--- config.mk ---
export PLATFORM = sky130hd
export DESIGN_NAME = periph_demux
export DESIGN_NICKNAME = d
export VERILOG_FILES = /design/src/logic/harness_pkg.sv /design/src/logic/periph_demux.sv
export VERILOG_INCLUDE_DIRS = /design/src /design/src/include
export SDC_FILE = /design/constraint.sdc
export NUM_CORES = 1
export LEC_CHECK = 0
export BUFFER_PORTS_ARGS = -buffer_cell sky130_fd_sc_hd__buf_4
export CAP_MARGIN = 5
export CORE_AREA = 2 2 200 202
export DETAILED_ROUTE_END_ITERATION = 12
export DIE_AREA = 0 0 202 204
export PLACE_DENSITY = 0.32
export SLEW_MARGIN = 25
export SYNTH_ARGS = -nofsm -noshare
export SYNTH_HDL_FRONTEND = slang
export SYNTH_SLANG_ARGS = --single-unit
export TNS_END_PERCENT = 20
--- constraint.sdc ---
create_clock -name clk_i -period 1.3 [get_ports clk_i]
set_clock_uncertainty 0.1 [all_clocks]
set_input_delay 0.13 -clock clk_i [delete_from_list [all_inputs] [get_ports clk_i]]
set_output_delay 0.13 -clock clk_i [all_outputs]
set_load 0.02 [all_outputs]
--- src/include/harness_params.svh ---
/*
 * Harness parameters
 * Bus widths, memory sizes, address map and the debug request
 * delay window shared by the SoC slice.
 */

`ifndef HARNESS_PARAMS_SVH
`define HARNESS_PARAMS_SVH

// --------------------------------------------------
// Bus widths
// --------------------------------------------------
`define HARNESS_ADDR_W 32
`define HARNESS_DATA_W 64
`define HARNESS_BE_W 8

// --------------------------------------------------
// Address map and memory depths
// --------------------------------------------------
`define HARNESS_ROM_BASE 32'h0001_0000
`define HARNESS_ROM_WORDS 64
`define HARNESS_SRAM_BASE 32'h8000_0000
`define HARNESS_SRAM_WORDS 256

// Fixed data patterns
`define HARNESS_ROM_TAG 32'hB007_0000
`define HARNESS_ERR_RDATA 64'hDEAD_BEEF_DEAD_BEEF

// Boot window before the first debug request reaches the core
`define HARNESS_DMI_DEL_CYCLES 40

`endif

--- src/logic/harness_pkg.sv ---
/*
 * Harness bus types
 * Single-beat request and response structs used between the
 * external master, the address demux and the memories.
 */

`include "harness_params.svh"

package harness_pkg;

  // One request per cycle with req high, no handshake
  typedef struct packed {
    logic                        req;
    logic                        we;
    logic [`HARNESS_ADDR_W-1:0]  addr;
    logic [`HARNESS_DATA_W-1:0]  wdata;
    logic [`HARNESS_BE_W-1:0]    be;
  } bus_req_t;

  // Response pulse one cycle after the request
  typedef struct packed {
    logic                        valid;
    logic                        err;
    logic [`HARNESS_DATA_W-1:0]  rdata;
  } bus_rsp_t;

endpackage

--- src/logic/periph_demux.sv ---
/*
 * Peripheral demux
 * Decodes the request address, steers it to the boot ROM or the
 * SRAM, and returns one response per request a cycle later.
 */

`timescale 1ns/100ps

`include "harness_params.svh"

module periph_demux (
  input  logic                       clk_i,
  input  logic                       rst_ni,
  input  harness_pkg::bus_req_t      bus_req_i,
  output harness_pkg::bus_rsp_t      bus_rsp_o,
  output harness_pkg::bus_req_t      rom_req_o,
  output harness_pkg::bus_req_t      sram_req_o,
  input  logic [`HARNESS_DATA_W-1:0] rom_rdata_i,
  input  logic [`HARNESS_DATA_W-1:0] sram_rdata_i
);

  localparam int unsigned word_bytes = `HARNESS_DATA_W / 8;
  localparam logic [`HARNESS_ADDR_W-1:0] rom_lo = `HARNESS_ROM_BASE;
  localparam logic [`HARNESS_ADDR_W-1:0] rom_hi =
    `HARNESS_ROM_BASE + `HARNESS_ROM_WORDS * word_bytes;
  localparam logic [`HARNESS_ADDR_W-1:0] sram_lo = `HARNESS_SRAM_BASE;
  localparam logic [`HARNESS_ADDR_W-1:0] sram_hi =
    `HARNESS_SRAM_BASE + `HARNESS_SRAM_WORDS * word_bytes;

  typedef enum logic [1:0] {
    tgt_rom,
    tgt_sram,
    tgt_none
  } tgt_e;

  logic rom_hit;
  logic sram_hit;
  tgt_e tgt_d;
  tgt_e tgt_q;
  logic valid_q;

  // --------------------------------------------------
  // Decode and steering
  // --------------------------------------------------
  assign rom_hit  = (bus_req_i.addr >= rom_lo) && (bus_req_i.addr < rom_hi);
  assign sram_hit = (bus_req_i.addr >= sram_lo) && (bus_req_i.addr < sram_hi);
  assign tgt_d    = rom_hit ? tgt_rom : (sram_hit ? tgt_sram : tgt_none);

  always_comb begin
    rom_req_o      = bus_req_i;
    rom_req_o.req  = bus_req_i.req & rom_hit;
    // ROM writes are answered like reads, data is dropped
    rom_req_o.we   = 1'b0;
    sram_req_o     = bus_req_i;
    sram_req_o.req = bus_req_i.req & sram_hit;
  end

  // Remember the target of the request in flight
  always_ff @(posedge clk_i or negedge rst_ni) begin
    if (!rst_ni) begin
      valid_q <= 1'b0;
      tgt_q   <= tgt_none;
    end else begin
      valid_q <= bus_req_i.req;
      if (bus_req_i.req) begin
        tgt_q <= tgt_d;
      end
    end
  end

  // --------------------------------------------------
  // Response select
  // --------------------------------------------------
  always_comb begin
    bus_rsp_o.valid = valid_q;
    bus_rsp_o.err   = 1'b0;
    case (tgt_q)
      tgt_rom:  bus_rsp_o.rdata = rom_rdata_i;
      tgt_sram: bus_rsp_o.rdata = sram_rdata_i;
      default: begin
        bus_rsp_o.rdata = `HARNESS_ERR_RDATA;
        bus_rsp_o.err   = valid_q;
      end
    endcase
  end

endmodule

# [Word-level counts from Yosys, hierarchy flattened]
# Cells that the tools add are included.
# W data, S select, Z words.
[totals] ff_bits=3 in_bits=236 output_inout_bits=278 wordCells=17
[classes] magnitude_cmp=4 eq_ne=1 mux=4 n_bitwise=2 reduce_logical=4
[op_table] operator="$pmux W64 S2" count=1
[op_table] operator="$ge A32 B17 Y1 const B" count=1
[op_table] operator="$ge A32 B32 Y1 const B" count=1
[op_table] operator="$lt A32 B17 Y1 const B" count=1
[op_table] operator="$lt A32 B32 Y1 const B" count=1
[op_table] operator="$mux W2" count=2
[op_table] operator="$and A1 B1 Y1" count=2
[op_table] operator="$eq A2 B1 Y1 const B" count=1
[op_table] operator="$logic_and A1 B1 Y1" count=2
[op_table] operator="$logic_not A2 Y1" count=1
[op_table] operator="$reduce_or A2 Y1" count=1
[op_table] operator="$mux W1" count=1

# [Logic depth before layout (Yosys ltp)]
[depth] depth_word=4 ltp_mapped=4 mapped_depth_nobuf=3

# [Least setup slack after synthesis]
# No wires, ideal clock.
[synth_path] kind="register -> output" startpoint="register tgt_q[1]" endpoint="output bus_rsp_o[64] in the netlist's numbering" t_arrival_ns=1.340 required_ns=1.070 path_slack_ns=-0.270 path_stages_with_launch=4 path_buffers=2 path_cell_list="dfstp_2 clkbuf_1 buf_1 and2_1"
[synth_lines] element="start, declared" line="periph_demux.sv:39" rtl="tgt_e tgt_q;"
[synth_lines] element="start signal, assigned" line="periph_demux.sv:62" rtl="tgt_q <= tgt_none;"
[synth_lines] element="start signal, assigned" line="periph_demux.sv:66" rtl="tgt_q <= tgt_d;"
[synth_lines] element="end, declared" line="periph_demux.sv:15" rtl="output harness_pkg::bus_rsp_t bus_rsp_o,"

==> impl_metrics.toml <==
[power_and_ir_drop]
seq_power_share_pct = 7.4
p_leak_nw = 1.91
internal_power_mw = 0.950
pwr-share-comb_pct = 55.0
power_density_nw_per_um2 = 289
p_switching_mw = 0.359
ir_drop_v = 0.000240
p_clk_share_pct = 37.6
power.total_mw = 1.31
netSwitchingFraction_pct = 27.4

[critical_path]
crit_type = "flip-flop to primary output"
ff2ff_path_depth = 5
required_ns = 1.07
arrival_ns = 1.53
cp_slowest_stage_delay_ns = 0.49
worst-path-max-fanout = 32
slowest_stage = "dfrtp_2"
startpoint_type = "flip-flop"
path_cells = "buf_12 > and2_4 > a211o_1 > buf_6"
endpoint_kind = "primary output"

[layout]
design_area_sq_um = 4530
fillCellCount = 4516
final_cells = 980
diodes = 0
finalNetCount = 692
drive_gt1_share_pct = 74.5
area_growth_pct = 62.4

[hold_path]
min_path_cells = 2
hp-class = "input port to flip-flop"

[logic_synthesis]
syn_nets = 614
ys_types = 23
yosysSeqAreaShare_pct = 2.74
synth_seq_cells = 3
syn-cell-area_sq_um = 2790
syn_inst = 378
ys_warn_count = 0
synth.avg_cell_area_sq_um = 7.38

[sta]
min_period_ns = 1.76
fin_tns_setup_ns = -24.70
setup_ws_ns = -0.462
timing.final.hold_violations = 0
maxSlewViolCount = 0
rsz0062_at_grt = "yes"
setup_viol = 68
max_freq_mhz = 568
fin_crit_sh_pct = 136

[global_route]
grt_max_degree = 34
first_global_vias = 2744
grt_overflow = 0
track_usage_pct = 5.21
grt_first_pass_wirelength_mm = 16.5
grt_antenna_before_repair = 0

[drt]
ant_nets = 0
wire_per_inst_um = 12.3
top_layer_used = "met4"
avgViaCountPerCell = 2.68
wl_met3_mm = 1.54
dr_total_vias = 2629
dr_wl_met2_mm = 5.63
met1Wirelength_mm = 4.33
first_iter_violations = 103
routed_wl_mm = 12.1
firstDrtPassIters = 4
drc = 0

[floorplanning]
dieArea_sq_um = 41200
die_w_um = 202
io_pins = 514
rows = 73
core_sq_um = 39200
die-height_um = 204
initial_core_util_pct = 7.12

[place]
place.gp.congestion = 0.695
post-place-ws_ns = -0.302
dpl_cell_area_sq_um = 4200
place_inst = 975
numPortBuffers = 267
dp_hpwl_mm = 10.0

[cts]
h-tree-depth = 1
numCtsBuffers = 3
clkSlewWorstSetupHoldPaths_ns = 0.03
clk_latency_ns = 0.22
tritoncts = "built"
cts_root_buf = "clkbuf_16"
cts.path.max_buffers = 2
cts.sinks = 3

[status]
status = "finished with violations"
violations = "setup timing"

[job]
maxCapViolations = 0
==> timing repair <==
item                                    4_1_cts  5_1_grt
cloned                                        0        0
endpoints found under the setup margin       68       68
hold buffers                                  1        0
pin swaps                                    31        6
endpoints found under the hold margin         3        0
resized for setup                            56        6
setup buffers                                 0        0
==> per-stage QoR <==
step	hold WS [ns]	util (%)
2_1_floorplan	-0.266	-
3_3_place_gp	-0.177	10.7
3_5_place_dp	-0.178	10.7
4_1_cts	0.0445	11.5
5_1_grt	0.0501	11.6
6_report	0.0432	11.6
==> cells by family (layout without fill, tap and decap cells) <==
| group | Yosys count | count (layout) | synth area share, % |
|---|---|---|---|
| muxes | 16 | 16 | 5.74 |
| other | 1 | 1 | 0.134 |
| and+or+nand+nor | 77 | 77 | 16.0 |
| AOI/OAI and AO/OA | 50 | 50 | 15.7 |
| DFF | 3 | 3 | 2.74 |
| buffers and inverters | 231 | 308 | 59.6 |
==> synthesized netlist by cell type <==
master	instances	area share, %
nor2_1	16	2.2
and2_1	48	11
or4b_4	1	0.49
dfrtp_1	2	1.8
buf_2	3	0.54
nor2b_1	1	0.22
buf_1	3	0.40
nor4_1	4	0.90
nor4b_1	1	0.31
o32a_1	1	0.36
mux2i_1	16	5.7
dfstp_2	1	0.94
clkbuf_1	13	1.7
conb_1	1	0.13
nand3_1	1	0.18
nor3_1	2	0.36
or2b_1	1	0.27
a211o_1	48	15
inv_1	1	0.13
nand2_1	1	0.13
o32ai_1	1	0.31
buf_4	211	57
and2_0	1	0.22
==> worst paths after layout <==
kind                                        endpoint                  from  slack [ns]
worst max-delay path                    bus_rsp_o[6]  tgt_q[0]$_DFFE_PN0P_       -0.46
worst min-delay path               valid_q$_DFF_PN0_        bus_req_i[105]        0.04
worst max register to register  tgt_q[0]$_DFFE_PN0P_  tgt_q[0]$_DFFE_PN0P_       -0.07
worst min register to register  tgt_q[1]$_DFFE_PN1P_  tgt_q[1]$_DFFE_PN1P_        0.63
max in group asynchronous       tgt_q[1]$_DFFE_PN1P_                rst_ni        0.76
min in group asynchronous          valid_q$_DFF_PN0_                rst_ni        0.15
==> area by class of cell <==
type                       count  area, sq um  area share [%]
clock buffer                   4         78.8            1.74
inverter                       1         6.26           0.138
multi-input combinational    144         1190            26.3
tap                          525          657            14.5
timing repair buffer         303         2520            55.6
sequential                     3         77.6            1.71
==> state kept, by name, summed over array words and instances (netlist names) <==
| signal | count |
|---|---|
| valid_q | 1 |
| tgt_q | 2 |
==> placed cells by master (no fill, tap or decap), types with 2 or more instances in the layout <==
cell	Yosys	layout
nor4_4	0	2
mux2i_1	16	16
buf_4	211	253
buf_6	0	42
clkbuf_16	0	3
nor2_1	16	7
buf_12	0	6
nor2_2	0	9
nor3_2	0	2
and2_1	48	38
a211o_4	0	4
a211o_1	48	44
and2_4	0	10
nor4_2	0	2
==> power groups by stage <==
stage	logic (mW)	registers, mW	clock network, mW
floorplan	0.981	0.0972	0
global placement	0.709	0.0974	0
detailed placement	0.708	0.0976	0
CTS	0.728	0.0967	0.495
global route	0.764	0.0968	0.515
finish	0.720	0.0966	0.492
==> routing by layer <==
metal	GRT usage, %	up-vias
met2	8.70	236
li1	-	1190
met4	2.84	0
met5	0	-
met3	2.18	57
met1	5.58	1146
==> critical path: cells and delay by family (launching register included) <==
kind                   cells  cell delay, ns
AOI/OAI and AO/OA          1            0.30
and+or+nand+nor            1            0.14
buffers and inverters      2            0.36
DFF                        1            0.49
(Power assumes the default switching activity.)
