===== config.mk =====
export PLATFORM = sky130hd
export DESIGN_NAME = debug_req_gate
export DESIGN_NICKNAME = d
export VERILOG_FILES = /design/src/logic/debug_req_gate.sv
export VERILOG_INCLUDE_DIRS = /design/src /design/src/include
export SDC_FILE = /design/constraint.sdc
export NUM_CORES = 1
export LEC_CHECK = 0
export BUFFER_PORTS_ARGS = -buffer_cell sky130_fd_sc_hd__buf_2
export CAP_MARGIN = 15
export CORE_AREA = 2 2 39 41
export DETAILED_ROUTE_END_ITERATION = 10
export DIE_AREA = 0 0 41 43
export PLACE_DENSITY = 0.4
export SETUP_SLACK_MARGIN = 0.05
export SLEW_MARGIN = 20
export SYNTH_ARGS = -nofsm -noshare
export SYNTH_HDL_FRONTEND = slang
export SYNTH_SLANG_ARGS = --single-unit

===== constraint.sdc =====
create_clock -name clk_i -period 2 [get_ports clk_i]
set_input_delay 0.2 -clock clk_i [delete_from_list [all_inputs] [get_ports clk_i]]
set_output_delay 0.2 -clock clk_i [all_outputs]
set_load 0.005 [all_outputs]

===== src/include/harness_params.svh =====
/*
 * Harness parameters
 * Bus widths, memory sizes, address map and the debug request
 * delay window shared by the SoC slice.
 */

`ifndef HARNESS_PARAMS_SVH
`define HARNESS_PARAMS_SVH

// --------------------------------------------------
// Bus widths
// --------------------------------------------------
`define HARNESS_ADDR_W 32
`define HARNESS_DATA_W 64
`define HARNESS_BE_W 8

// --------------------------------------------------
// Address map and memory depths
// --------------------------------------------------
`define HARNESS_ROM_BASE 32'h0001_0000
`define HARNESS_ROM_WORDS 64
`define HARNESS_SRAM_BASE 32'h8000_0000
`define HARNESS_SRAM_WORDS 256

// Fixed data patterns
`define HARNESS_ROM_TAG 32'hB007_0000
`define HARNESS_ERR_RDATA 64'hDEAD_BEEF_DEAD_BEEF

// Boot window before the first debug request reaches the core
`define HARNESS_DMI_DEL_CYCLES 40

`endif


===== src/logic/debug_req_gate.sv =====
/*
 * Debug request gate
 * Keeps the core debug request low for a fixed window after
 * power-on reset so boot code can run, then applies the enable.
 */

`timescale 1ns/100ps

`include "harness_params.svh"

module debug_req_gate (
  input  logic clk_i,
  input  logic rst_ni,
  input  logic debug_req_i,
  input  logic debug_en_i,
  output logic debug_req_o
);

  localparam int unsigned cnt_w = $clog2(`HARNESS_DMI_DEL_CYCLES + 1);

  logic [cnt_w-1:0] del_cnt_q;
  logic             window_open;

  // Counts down once per edge and parks at zero
  always_ff @(posedge clk_i or negedge rst_ni) begin
    if (!rst_ni) begin
      del_cnt_q <= cnt_w'(`HARNESS_DMI_DEL_CYCLES);
    end else if (del_cnt_q != '0) begin
      del_cnt_q <= del_cnt_q - 1'b1;
    end
  end

  assign window_open = (del_cnt_q == '0);

  // No register on the request path, only the mask
  assign debug_req_o = window_open & debug_en_i & debug_req_i;

endmodule


# Word level (Yosys, flattened, before mapping)
# Cells that the tools add are included.
# totals
input_bits,4
reg_bits,6
out_inout_bits,1
elab_cells,6
# op_classes
addsub,1
n_reduce_logical,2
bitwise,2
# op_table
operator,n
$logic_not A6 Y1,1
$reduce_bool A6 Y1,1
$sub A6 B1 Y6 const B,1
$and A1 B1 Y1,2

# Depth between registers and ports, before layout
# Gate-level depths: netlist of run 1.
# depth
depth_word,3
mapped_depth,5
mapped_depth_nobuf,5

# Worst setup path before layout of run 1
# OpenSTA, ideal clock, no wires.
# synth_path
path_type,flip-flop to output port
start,reg del_cnt_q[0]
end,out debug_req_o
slack_ps,716
t_arrival_ps,1084
stages_incl_launch_ff,6
required_ps,1800
n_path_buf,1
path_cell_list,dfrtp_1 inv_1 ha_1 and3b_1 buf_6 and3_1
# synth_between
elab_chain_cells,3
# synth_lines
element,line_no,rtl
start: declaration,debug_req_gate.sv:21,logic [cnt_w-1:0] del_cnt_q;
start signal: assignment,debug_req_gate.sv:27,del_cnt_q <= cnt_w'(`HARNESS_DMI_DEL_CYCLES);
start signal: assignment,debug_req_gate.sv:29,del_cnt_q <= del_cnt_q - 1'b1;
$logic_not A6 Y1,debug_req_gate.sv:33,assign window_open = (del_cnt_q == '0);
$and A1 B1 Y1 (2 in series),debug_req_gate.sv:36,assign debug_req_o = window_open & debug_en_i & debug_req_i;
end: declaration,debug_req_gate.sv:16,output logic debug_req_o
# No other way between the ends.

# Worst setup path in the final report of run 1
# Same ends and word-level chain as after synthesis.

==> summary.txt, run 1 <==
GRT
  – Grt ovf: 0
  – Tot GR Track Use: about 8.6%
  – Initial antenna violation count: 0
  – Vias in the first global route: between 200 and 250
  – First-pass GRT wire length: slightly above 900 microns
  – Largest net degree at the start of global routing: 7

Setup path
  – Reg2reg start: del_cnt_q[0]
  – Crit path required time: between 1.5 and 2 ns
  – CP Data Arrival Time: between 1.5 and 2 ns
  – Critical path's slowest cell: dfrtp_1
  – Reg2Reg Setup Slack: roughly 0.72 ns
  – CP Max Fanout: 6
  – Worst reg2reg path depth: 4
  – Worst Setup Start Kind: flop
  – CP cell instances: inv_1 -> ha_1 -> and3b_1 -> and3_1 -> buf_2
  – Crit end category: primary output
  – Reg2reg end: del_cnt_q[1]
  – Kind of critical path: flop to primary output
  – Critical Path Max Stage Delay: 0.40 ns

Hold path
  – Min-Delay Path Class: input port to async pin

Logic synthesis
  – Yosys reg bits: 6
  – Synth Warn #: 0
  – Largest family of logic cells by synthesized area: simple AND/OR/NAND/NOR gates
  – Sequential-to-total area share from yosys stat: 49.2%
  – Xor-xnor portion of the synthesized cell area: 11.3%
  – Synth Area in Simple Gates: between 10% and 20%
  – Area share of the largest cell type after synthesis: between 30 and 40%
  – Synth Area in Adders: a little over 8%
  – Net count after synthesis: 33
  – Post-synth top area cell: dfrtp_1
  – Synth area leaders: dfrtp_1, dfstp_2, xnor2_1, ha_1, nor2_1
  – Synthesized area: between 300 and 400 sq um
  – Top FF cell, synth: dfrtp_1
  – EDFF count, synth: 0
  – Post-Synthesis Cells: 27
  – Commonest cells in the netlist: dfrtp_1, nor2_1, xnor2_1
  – Post-synthesis compound-gate area fraction: 0%
  – Avg Cell Area, Syn: ~11 sq um
  – Yosys cell types: 15
  – Ys async rst share: 100%
  – Post-synthesis mux area share: 6.85%

STA
  – Setup_tns: 0 ns
  – Hold WS: 0.312 ns
  – Final setup vio count: 0
  – Worst Max-Slew Pin Slew: ~0.27 ns
  – Final WS setup: between 0.2 and 0.3 ns
  – Clock Skew: 0.00186 ns
  – Final hold vios: 0
  – Final worst-path cycle share: roughly 86%
  – Unrepaired setup endpoints after global routing: no
  – Minimum clock period: between 1.5 and 2 ns
  – Fmax: between 500 and 600 MHz
  – Rel. slew slack: between 80 and 90%
  – Max Transition Viols Final: 0

Routing
  – WL final: approximately 490 microns
  – Vias: 212
  – Routed vias/inst: ~4.2
  – DRT iter0 DRCs: 0
  – Pre-Repair DR Iteration Count: 1
  – DRC Markers: 0
  – Routed length per instance: 9.74 microns
  – Post-DRT Antenna Nets: 0

Die
  – Die Ht: about 43 microns
  – DIE AREA: 1760 sq um
  – FP Rows: 14
  – Die X: about 41 microns
  – Initial core utilization: 22.4%
  – I/O Pins: 5
  – Core area: 1380 sq um

Final layout
  – # diodes: 0
  – Footprint of the multi-input gates: between 100 and 150 sq um
  – Fillers: around 150
  – Area Overhead vs Synth: 19.8%
  – Sequential cell area: 153 sq um
  – Share of cells above drive strength 1: 29.4%
  – Nets: 42
  – Biggest registers after layout: del_cnt_q x6
  – Biggest register: del_cnt_q
  – Largest register FFs: 6

Pwr
  – P_leak: ~0.19 nW
  – Peak supply drop: 0.247 mV
  – Power Dens Cells: approximately 640 nW/um^2

Clock network
  – Worst-path clk slew: 0.04 ns
  – CTS tree: yes
  – Root Buffer: clkbuf_4
  – CTS Sinks: 6
  – Clk_lat worst skew: ~0.24 ns
  – Deepest clock path buffer count: 2
  – H-tree depth: 1
  – Clock buffer count from CTS: 3

Placed design
  – Pre-CTS setup slack: 0.511 ns
  – Port Buffers: 4
  – Placer Congestion: roughly 0.67

Job
  – Max_cap viols: 0

Status
  – Status: finished clean
## placed cells by master, fill, tap and decap left out, types with 2 or more instances in the layout
cell	n
buf_2	4
clkbuf_4	3
dfrtp_1	4
dfstp_2	2
ha_1	2
inv_1	2
nor2_1	4
xnor2_1	4
## metrics by stage
stage               cell area (sq um)  instances  total power [mW]  util [%]
floorplan                         310         27             0.125         -
global route                      372         50             0.253      26.9
global placement                  339         46             0.130      24.5
detailed placement                339         46             0.130      24.5
CTS                               372         50             0.242      26.9
finish                            372         50             0.236      26.9
## cell type report
class	count	area share, %
Inverter	2	2.02
Multi-Input combinational cell	18	37.4
Clock buffer	3	6.06
Sequential cell	6	41.1
Timing Repair Buffer	5	8.08
Tap cell	16	5.39
## kinds of logic after synthesis
| kind of cell | Yosys count |
|---|---|
| multiplexers | 2 |
| flip-flops | 6 |
| XOR/XNOR | 4 |
| buffers and inverters | 3 |
| AND/OR/NAND/NOR | 10 |
| adder cells (fa/ha/maj) | 2 |
## timing repair
item,in CTS,in global routing
hold buffers,1,0
endpoints found under the hold margin,6,0
buffers inserted,0,0
setup endpoints to repair,0,0
resized for setup,0,0
## power by group
group | switching, mW | internal (mW)
Clock | 0.0385 | 0.0675
Combinational | 0.00342 | 0.00448
Sequential | 0 | 0.122
## per-layer routing
metal  vias up  GRT usage (%)  part of all wire (%)
li1        102              -                     -
met5         -              0                     0
met4         0           8.00                     0
met1       105           7.57                    38
met3         0           3.14                   3.7
met2         5           13.8                    58
## critical path: cells and delay by family (launching register included)
kind | cells | cell delay, ns
adders and majority gates | 1 | 0.17
DFF | 1 | 0.40
buffers and inverters | 2 | 0.21
and+or+nand+nor | 2 | 0.51
## worst max-delay path by stage
stage | startpoint | endpoint | slack, ns | cells after the start
after floorplan | del_cnt_q[0] | debug_req_o | 0.72 | 5
after global placement | del_cnt_q[0] | debug_req_o | 0.57 | 5
after detailed placement | del_cnt_q[0] | debug_req_o | 0.51 | 5
after CTS | del_cnt_q[0] | debug_req_o | 0.24 | 5
after global routing | del_cnt_q[0] | debug_req_o | 0.18 | 5
final | del_cnt_q[0] | debug_req_o | 0.28 | 5
Power figures use the tool's default switching activity.
==> run 2, diff against run 1 <==
REMOVE_ABC_BUFFERS = 1   (was default)
==> run 2 against run 1 <==
Die area stayed put. Cell count stayed put. Largest power group unchanged. Final area stayed put. Combinational power is 0.9% higher. Count of clock-buffer cells in the layout stayed put. Clock power hardly changed. Global-route usage is 1.4 points lower. Worst hold slack worse by 0.00087 ns. Register-to-register slack better by 0.02 ns. Critical endpoint unchanged.
==> summary.txt, run 2 (synthesized netlist as in run 1, its figures left out) <==
Clock network
  – CTS tree: yes (unchanged)
  – Clock buffer count from CTS: 3 (unchanged)
  – Clk_lat worst skew: 0.24 ns (about the same)
  – CTS Sinks: 6 (unchanged)
  – Worst-path clk slew: 0.04 ns (about the same)
  – Root Buffer: clkbuf_4 (unchanged)
  – Deepest clock path buffer count: 2 (unchanged)
  – Postcts setup bufs: 0 (unchanged)
  – H-tree depth: 1 (unchanged)
  – Post-cts resize count: 0 (unchanged)

Die
  – Core area: 1380 sq um (unchanged)
  – Die X: 41 microns (unchanged)
  – Die Ht: 43 microns (unchanged)
  – Initial core utilization: 22.4% (unchanged)
  – I/O Pins: 5 (unchanged)
  – FP Rows: 14 (unchanged)
  – DIE AREA: 1760 sq um (unchanged)

STA
  – Final hold vios: 0 (unchanged)
  – Worst Max-Slew Pin Slew: 0.259 ns (was 0.265 ns)
  – Final setup vio count: 0 (unchanged)
  – Rel. slew slack: 82.8% (was 82.3%)
  – Final worst-path cycle share: 84.9% (was 86.0%)
  – Final WS setup: 0.303 ns (was 0.280 ns)
  – Unrepaired setup endpoints after global routing: no (unchanged)
  – Fmax: 589 MHz (was 581 MHz)
  – Max Transition Viols Final: 0 (unchanged)
  – Minimum clock period: 1.70 ns (was 1.72 ns)
  – Setup_tns: 0 ns (unchanged)
  – Hold WS: 0.312 ns (about the same)
  – Clock Skew: 0.00146 ns (was 0.00186 ns)

Placed design
  – Inst Count DP: 46 (unchanged)
  – Port Buffers: 4 (unchanged)
  – Pre-CTS setup slack: 0.542 ns (was 0.511 ns)
  – Detail Placement HPWL: 356 microns
  – Placer Congestion: 0.722 (was 0.670)

Setup path
  – Crit path required time: 1.80 ns (about the same)
  – Reg2reg end: del_cnt_q[1] (unchanged)
  – CP Max Fanout: 6 (unchanged)
  – Reg2Reg Setup Slack: 0.74 ns (was 0.72 ns)
  – CP Data Arrival Time: 1.50 ns (was 1.52 ns)
  – Crit end category: primary output (unchanged)
  – Beginning of the critical path: del_cnt_q[0] (unchanged)
  – Setup crit end: debug_req_o (unchanged)
  – Worst Setup Start Kind: flop (unchanged)
  – Kind of critical path: flop to primary output (unchanged)
  – Reg2reg start: del_cnt_q[0] (unchanged)
  – Worst reg2reg path depth: 4 (unchanged)

Routing
  – Vias: 200 (was 212)
  – Post-DRT Antenna Nets: 0 (unchanged)
  – WL final: 459 microns (was 487 microns)
  – DRC Markers: 0 (unchanged)
  – Routed vias/inst: 4.00 (was 4.24)
  – DRT iter0 DRCs: 0 (unchanged)
  – Routed length per instance: 9.18 microns (was 9.74 microns)
  – Pre-Repair DR Iteration Count: 1 (unchanged)

GRT
  – First-pass GRT wire length: 793 microns (was 931 microns)
  – Grt ovf: 0 (unchanged)
  – Initial antenna violation count: 0 (unchanged)
  – Vias in the first global route: 214 (was 238)
  – Largest net degree at the start of global routing: 7 (unchanged)
  – Tot GR Track Use: 7.20% (was 8.59%)

Final layout
  – Post-Layout Cell Count: 50 (unchanged)
  – Largest register FFs: 6 (unchanged)
  – Nets: 42 (unchanged)
  – Footprint of the multi-input gates: 139 sq um (unchanged)
  – Biggest register: del_cnt_q (unchanged)
  – Sequential cell area: 153 sq um (unchanged)
  – Commonest cells after routing, fill and taps aside: xnor2_1, nor2_1, dfrtp_1, buf_2, clkbuf_4 (unchanged)
  – Share of cells above drive strength 1: 29.4% (unchanged)
  – # diodes: 0 (unchanged)
  – Fillers: 151 (was 152)
  – Biggest registers after layout: del_cnt_q x6 (unchanged)
  – Area Overhead vs Synth: 19.8% (unchanged)

Job
  – Max_cap viols: 0 (unchanged)

Hold path
  – Min-Delay Path Class: input port to async pin (unchanged)

Status
  – Status: finished clean (unchanged)

Pwr
  – P_leak: 0.185 nW (unchanged)
  – Total power: 0.238 mW (was 0.236 mW)
  – Power Dens Cells: 640 nW/um^2 (was 635 nW/um^2)
  – Peak supply drop: 0.210 mV (was 0.247 mV)
run 2: worst max-delay path, stage by stage (launching register included):
cell     delay (ns)
dfrtp_1        0.39
inv_1          0.10
ha_1           0.16
and3b_1        0.31
and3_1         0.19
buf_2          0.10
run 2: what timing repair did:
| action | CTS | global route |
|---|---|---|
| endpoints found under the hold margin | 6 | 0 |
| hold buffers | 1 | 0 |
| endpoints found under the setup margin | 0 | 0 |
run 2: layer usage:
| layer | wire length, microns | vias to the layer above | track usage, % | part of all wire [%] |
|---|---|---|---|---|
| li1 | - | 102 | - | - |
| met1 | 210 | 94 | 7.64 | 46 |
| met2 | 220 | 4 | 10.3 | 48 |
| met3 | 28 | 0 | 3.14 | 6.1 |
| met4 | 0 | 0 | 6.00 | 0 |
| met5 | 0 | - | 0 | 0 |
run 2: worst min-delay path by stage:
stage | cells after the start | to | slack [ns] | start
2_1_floorplan | 0 | del_cnt_q[0] | -0.1 | rst_ni
5_1_grt | 2 | del_cnt_q[4] | 0.33 | rst_ni
3_5_place_dp | 1 | del_cnt_q[2] | 0.03 | rst_ni
3_3_place_gp | 1 | del_cnt_q[4] | 0.03 | rst_ni
6_report | 2 | del_cnt_q[4] | 0.31 | rst_ni
4_1_cts | 2 | del_cnt_q[0] | 0.31 | rst_ni
run 2: metrics by stage:
stage / utilization, % / area, sq um
global route: 26.9 / 372
finish: 26.9 / 372
floorplan: - / 299
CTS: 26.9 / 372
global placement: 24.5 / 339
detailed placement: 24.5 / 339
run 2: layout make-up:
class | count | area share [%]
well taps | 16 | 5.39
repair buffers | 5 | 8.08
flip-flops and latches | 6 | 41.1
multi-input cells | 18 | 37.4
clock buffers | 3 | 6.06
inverters | 2 | 2.02
run 2: report_power, final:
group,total [mW],switching (mW),internal (mW)
sequential,0.122,0,0.122
combinational,0.00797,0.00350,0.00447
clock,0.108,0.0401,0.0676
total,0.238,0.0436,0.194
==> run 3, diff against run 2 <==
clock period = 1.6 ns   (was 2 ns; I/O delays follow)
==> run 3 against run 2 <==
Die area unchanged. Sequential power up 25%. Routed wire length up 11%. Non-clock buffer count up 6. Core utilization up 5.5 points. Global-route usage up 0.20 points. Count of clock-buffer cells in the layout unchanged. Flip-flop and latch count unchanged. Combinational power up 61%. Worst hold slack worse by 0.042 ns. Cell count up 12%. Critical path type unchanged. Critical endpoint unchanged. Largest cell class is now multi-input gates. Largest power group unchanged.
==> summary.txt, run 3 (synthesized netlist as in run 1, its figures left out) <==
STA
  – Worst Max-Slew Pin Slew: 0.221 ns (was 0.259 ns)
  – Minimum clock period: around 1.5 ns
  – Fmax: approximately 680 MHz
  – Unrepaired setup endpoints after global routing: no (unchanged)
  – Setup_tns: 0 ns (unchanged)
  – Rel. slew slack: 85.2% (was 82.8%)
  – Max Transition Viols Final: 0 (unchanged)
  – Final hold vios: 0 (unchanged)
  – Clock Skew: 0.00340 ns (was 0.00146 ns)
  – Final setup vio count: 0 (unchanged)
  – Final worst-path cycle share: slightly above 90%

Setup path
  – CP Max Fanout: 3 (was 6)
  – CP Data Arrival Time: 1.31 ns (was 1.50 ns)
  – Critical Path Max Stage Delay: 0.56 ns (was 0.39 ns)
  – Crit end category: primary output (unchanged)
  – CP cell instances: nor3_4 -> and3b_2 -> and3_4 -> buf_6 (was inv_1 -> ha_1 -> and3b_1 -> and3_1 -> buf_2)
  – CP top delay family: flip-flops (was simple AND/OR/NAND/NOR gates)
  – Kind of critical path: flop to primary output (unchanged)
  – Crit path required time: 1.44 ns (was 1.80 ns)
  – Buf/Inv on CP: 1 (was 2)
  – Worst Setup Start Kind: flop (unchanged)
  – Critical path's slowest cell: dfstp_2 (was dfrtp_1)

Placed design
  – Dpl cell area: 347 sq um (was 339 sq um)
  – Inst Count DP: 47 (was 46)
  – Port Buffers: 4 (unchanged)
  – Placer Congestion: 0.699 (was 0.722)
  – Detail Placement HPWL: 364 microns (was 356 microns)

Routing
  – DRC Markers: 0 (unchanged)
  – Pre-Repair DR Iteration Count: 1 (unchanged)
  – WL final: 510 microns (was 459 microns)
  – Routed wl met3: 22 microns (was 28 microns)
  – Max layer used: met3 (unchanged)
  – Routed vias/inst: 3.93 (was 4.00)
  – Vias: 220 (was 200)
  – Routed length per instance: 9.11 microns (was 9.18 microns)
  – DRT iter0 DRCs: 0 (unchanged)
  – WL met1: 232 microns (was 210 microns)
  – Met2 wire len: 255 microns (was 220 microns)
  – Post-DRT Antenna Nets: 0 (unchanged)

GRT
  – Vias in the first global route: 207 (was 214)
  – Tot GR Track Use: 7.40% (was 7.20%)
  – Initial antenna violation count: 0 (unchanged)
  – First-pass GRT wire length: 821 microns (was 793 microns)
  – Largest net degree at the start of global routing: 7 (unchanged)
  – Grt ovf: 0 (unchanged)

Final layout
  – # diodes: 0 (unchanged)
  – Biggest registers after layout: del_cnt_q x6 (unchanged)
  – Post-Layout Cell Count: 56 (was 50)
  – Most common cell after layout, fill and taps aside: buf_4
  – Nets: 48 (was 42)
  – Area Overhead vs Synth: 44.4% (was 19.8%)
  – Largest register FFs: 6 (unchanged)
  – Commonest cells after routing, fill and taps aside: buf_4, xnor2_1, nor2_1, dfrtp_1 (was xnor2_1, nor2_1, dfrtp_1, buf_2, clkbuf_4)
  – Post-layout instance area: 448 sq um (was 372 sq um)
  – Share of cells above drive strength 1: 52.5% (was 29.4%)
  – Biggest register: del_cnt_q (unchanged)

Die
  – Initial core utilization: 22.4% (unchanged)
  – FP Rows: 14 (unchanged)
  – Core area: 1380 sq um (unchanged)
  – DIE AREA: 1760 sq um (unchanged)
  – Die X: 41 microns (unchanged)
  – Die Ht: 43 microns (unchanged)
  – I/O Pins: 5 (unchanged)

Clock network
  – Deepest clock path buffer count: 2 (unchanged)
  – Root Buffer: clkbuf_4 (unchanged)
  – Worst-path clk slew: 0.04 ns (about the same)
  – CTS Sinks: 6 (unchanged)
  – Clock buffer count from CTS: 3 (unchanged)
  – CTS tree: yes (unchanged)
  – Clk_lat worst skew: 0.24 ns (about the same)
  – H-tree depth: 1 (unchanged)

Status
  – Status: finished clean (unchanged)

Pwr
  – Power Dens Cells: 662 nW/um^2 (was 640 nW/um^2)
  – P_leak: 0.221 nW (was 0.185 nW)
  – Peak supply drop: 0.363 mV (was 0.210 mV)

Hold path
  – Min-Delay Path Class: input port to async pin (unchanged)

Job
  – Max_cap viols: 0 (unchanged)
==> run 3: final cells by class <==
cell class              count  area [sq um]
fillers                   146           936
multi-input cells          18           164
flip-flops and latches      6           153
repair buffers             11          81.3
clock buffers               3          22.5
well taps                  16          20.0
inverters                   2          7.51
==> run 3: per-layer routing <==
metal	GRT usage, %	vias up
li1	-	115
met5	0	-
met1	9.27	101
met3	3.14	0
met4	8.00	0
met2	8.44	4
==> run 3: power by group <==
group,switching (mW),internal [mW]
clock network,0.0469,0.0843
logic,0.00463,0.00818
registers,0,0.153
==> run 3: path summary, 6_finish.rpt <==
| path | startpoint | to | slack [ns] | cells after the start |
|---|---|---|---|---|
| worst max-delay path | del_cnt_q[3] | debug_req_o | 0.13 | 4 |
| worst min-delay path | rst_ni | del_cnt_q[0] | 0.27 | 2 |
| worst max register to register | del_cnt_q[3] | del_cnt_q[0] | 0.27 | 5 |
| worst min register to register | del_cnt_q[0] | del_cnt_q[0] | 0.58 | 2 |
| max in group asynchronous | rst_ni | del_cnt_q[3] | 1.11 | 2 |
| min in group clk_i | del_cnt_q[0] | del_cnt_q[0] | 0.58 | 2 |
==> run 3: timing repair <==
item                                    4_1_cts  5_1_grt
endpoints found under the setup margin        1        1
pin swaps                                     0        3
endpoints found under the hold margin         6        0
buffers inserted                              1        4
hold buffers                                  1        0
resized for setup                             0        8
==> run 3: per-stage QoR <==
step                      hold slack [ns]  setup WS, ns  total power [mW]  utilization (%)
after global placement            -0.0131         0.312             0.163             25.0
after detailed placement          -0.0141         0.304             0.163             25.0
after floorplan                    -0.136         0.371             0.156                -
after global routing                0.297        0.0361             0.319             32.4
after CTS                           0.263        0.0576             0.305             27.9
final                               0.270         0.126             0.297             32.4
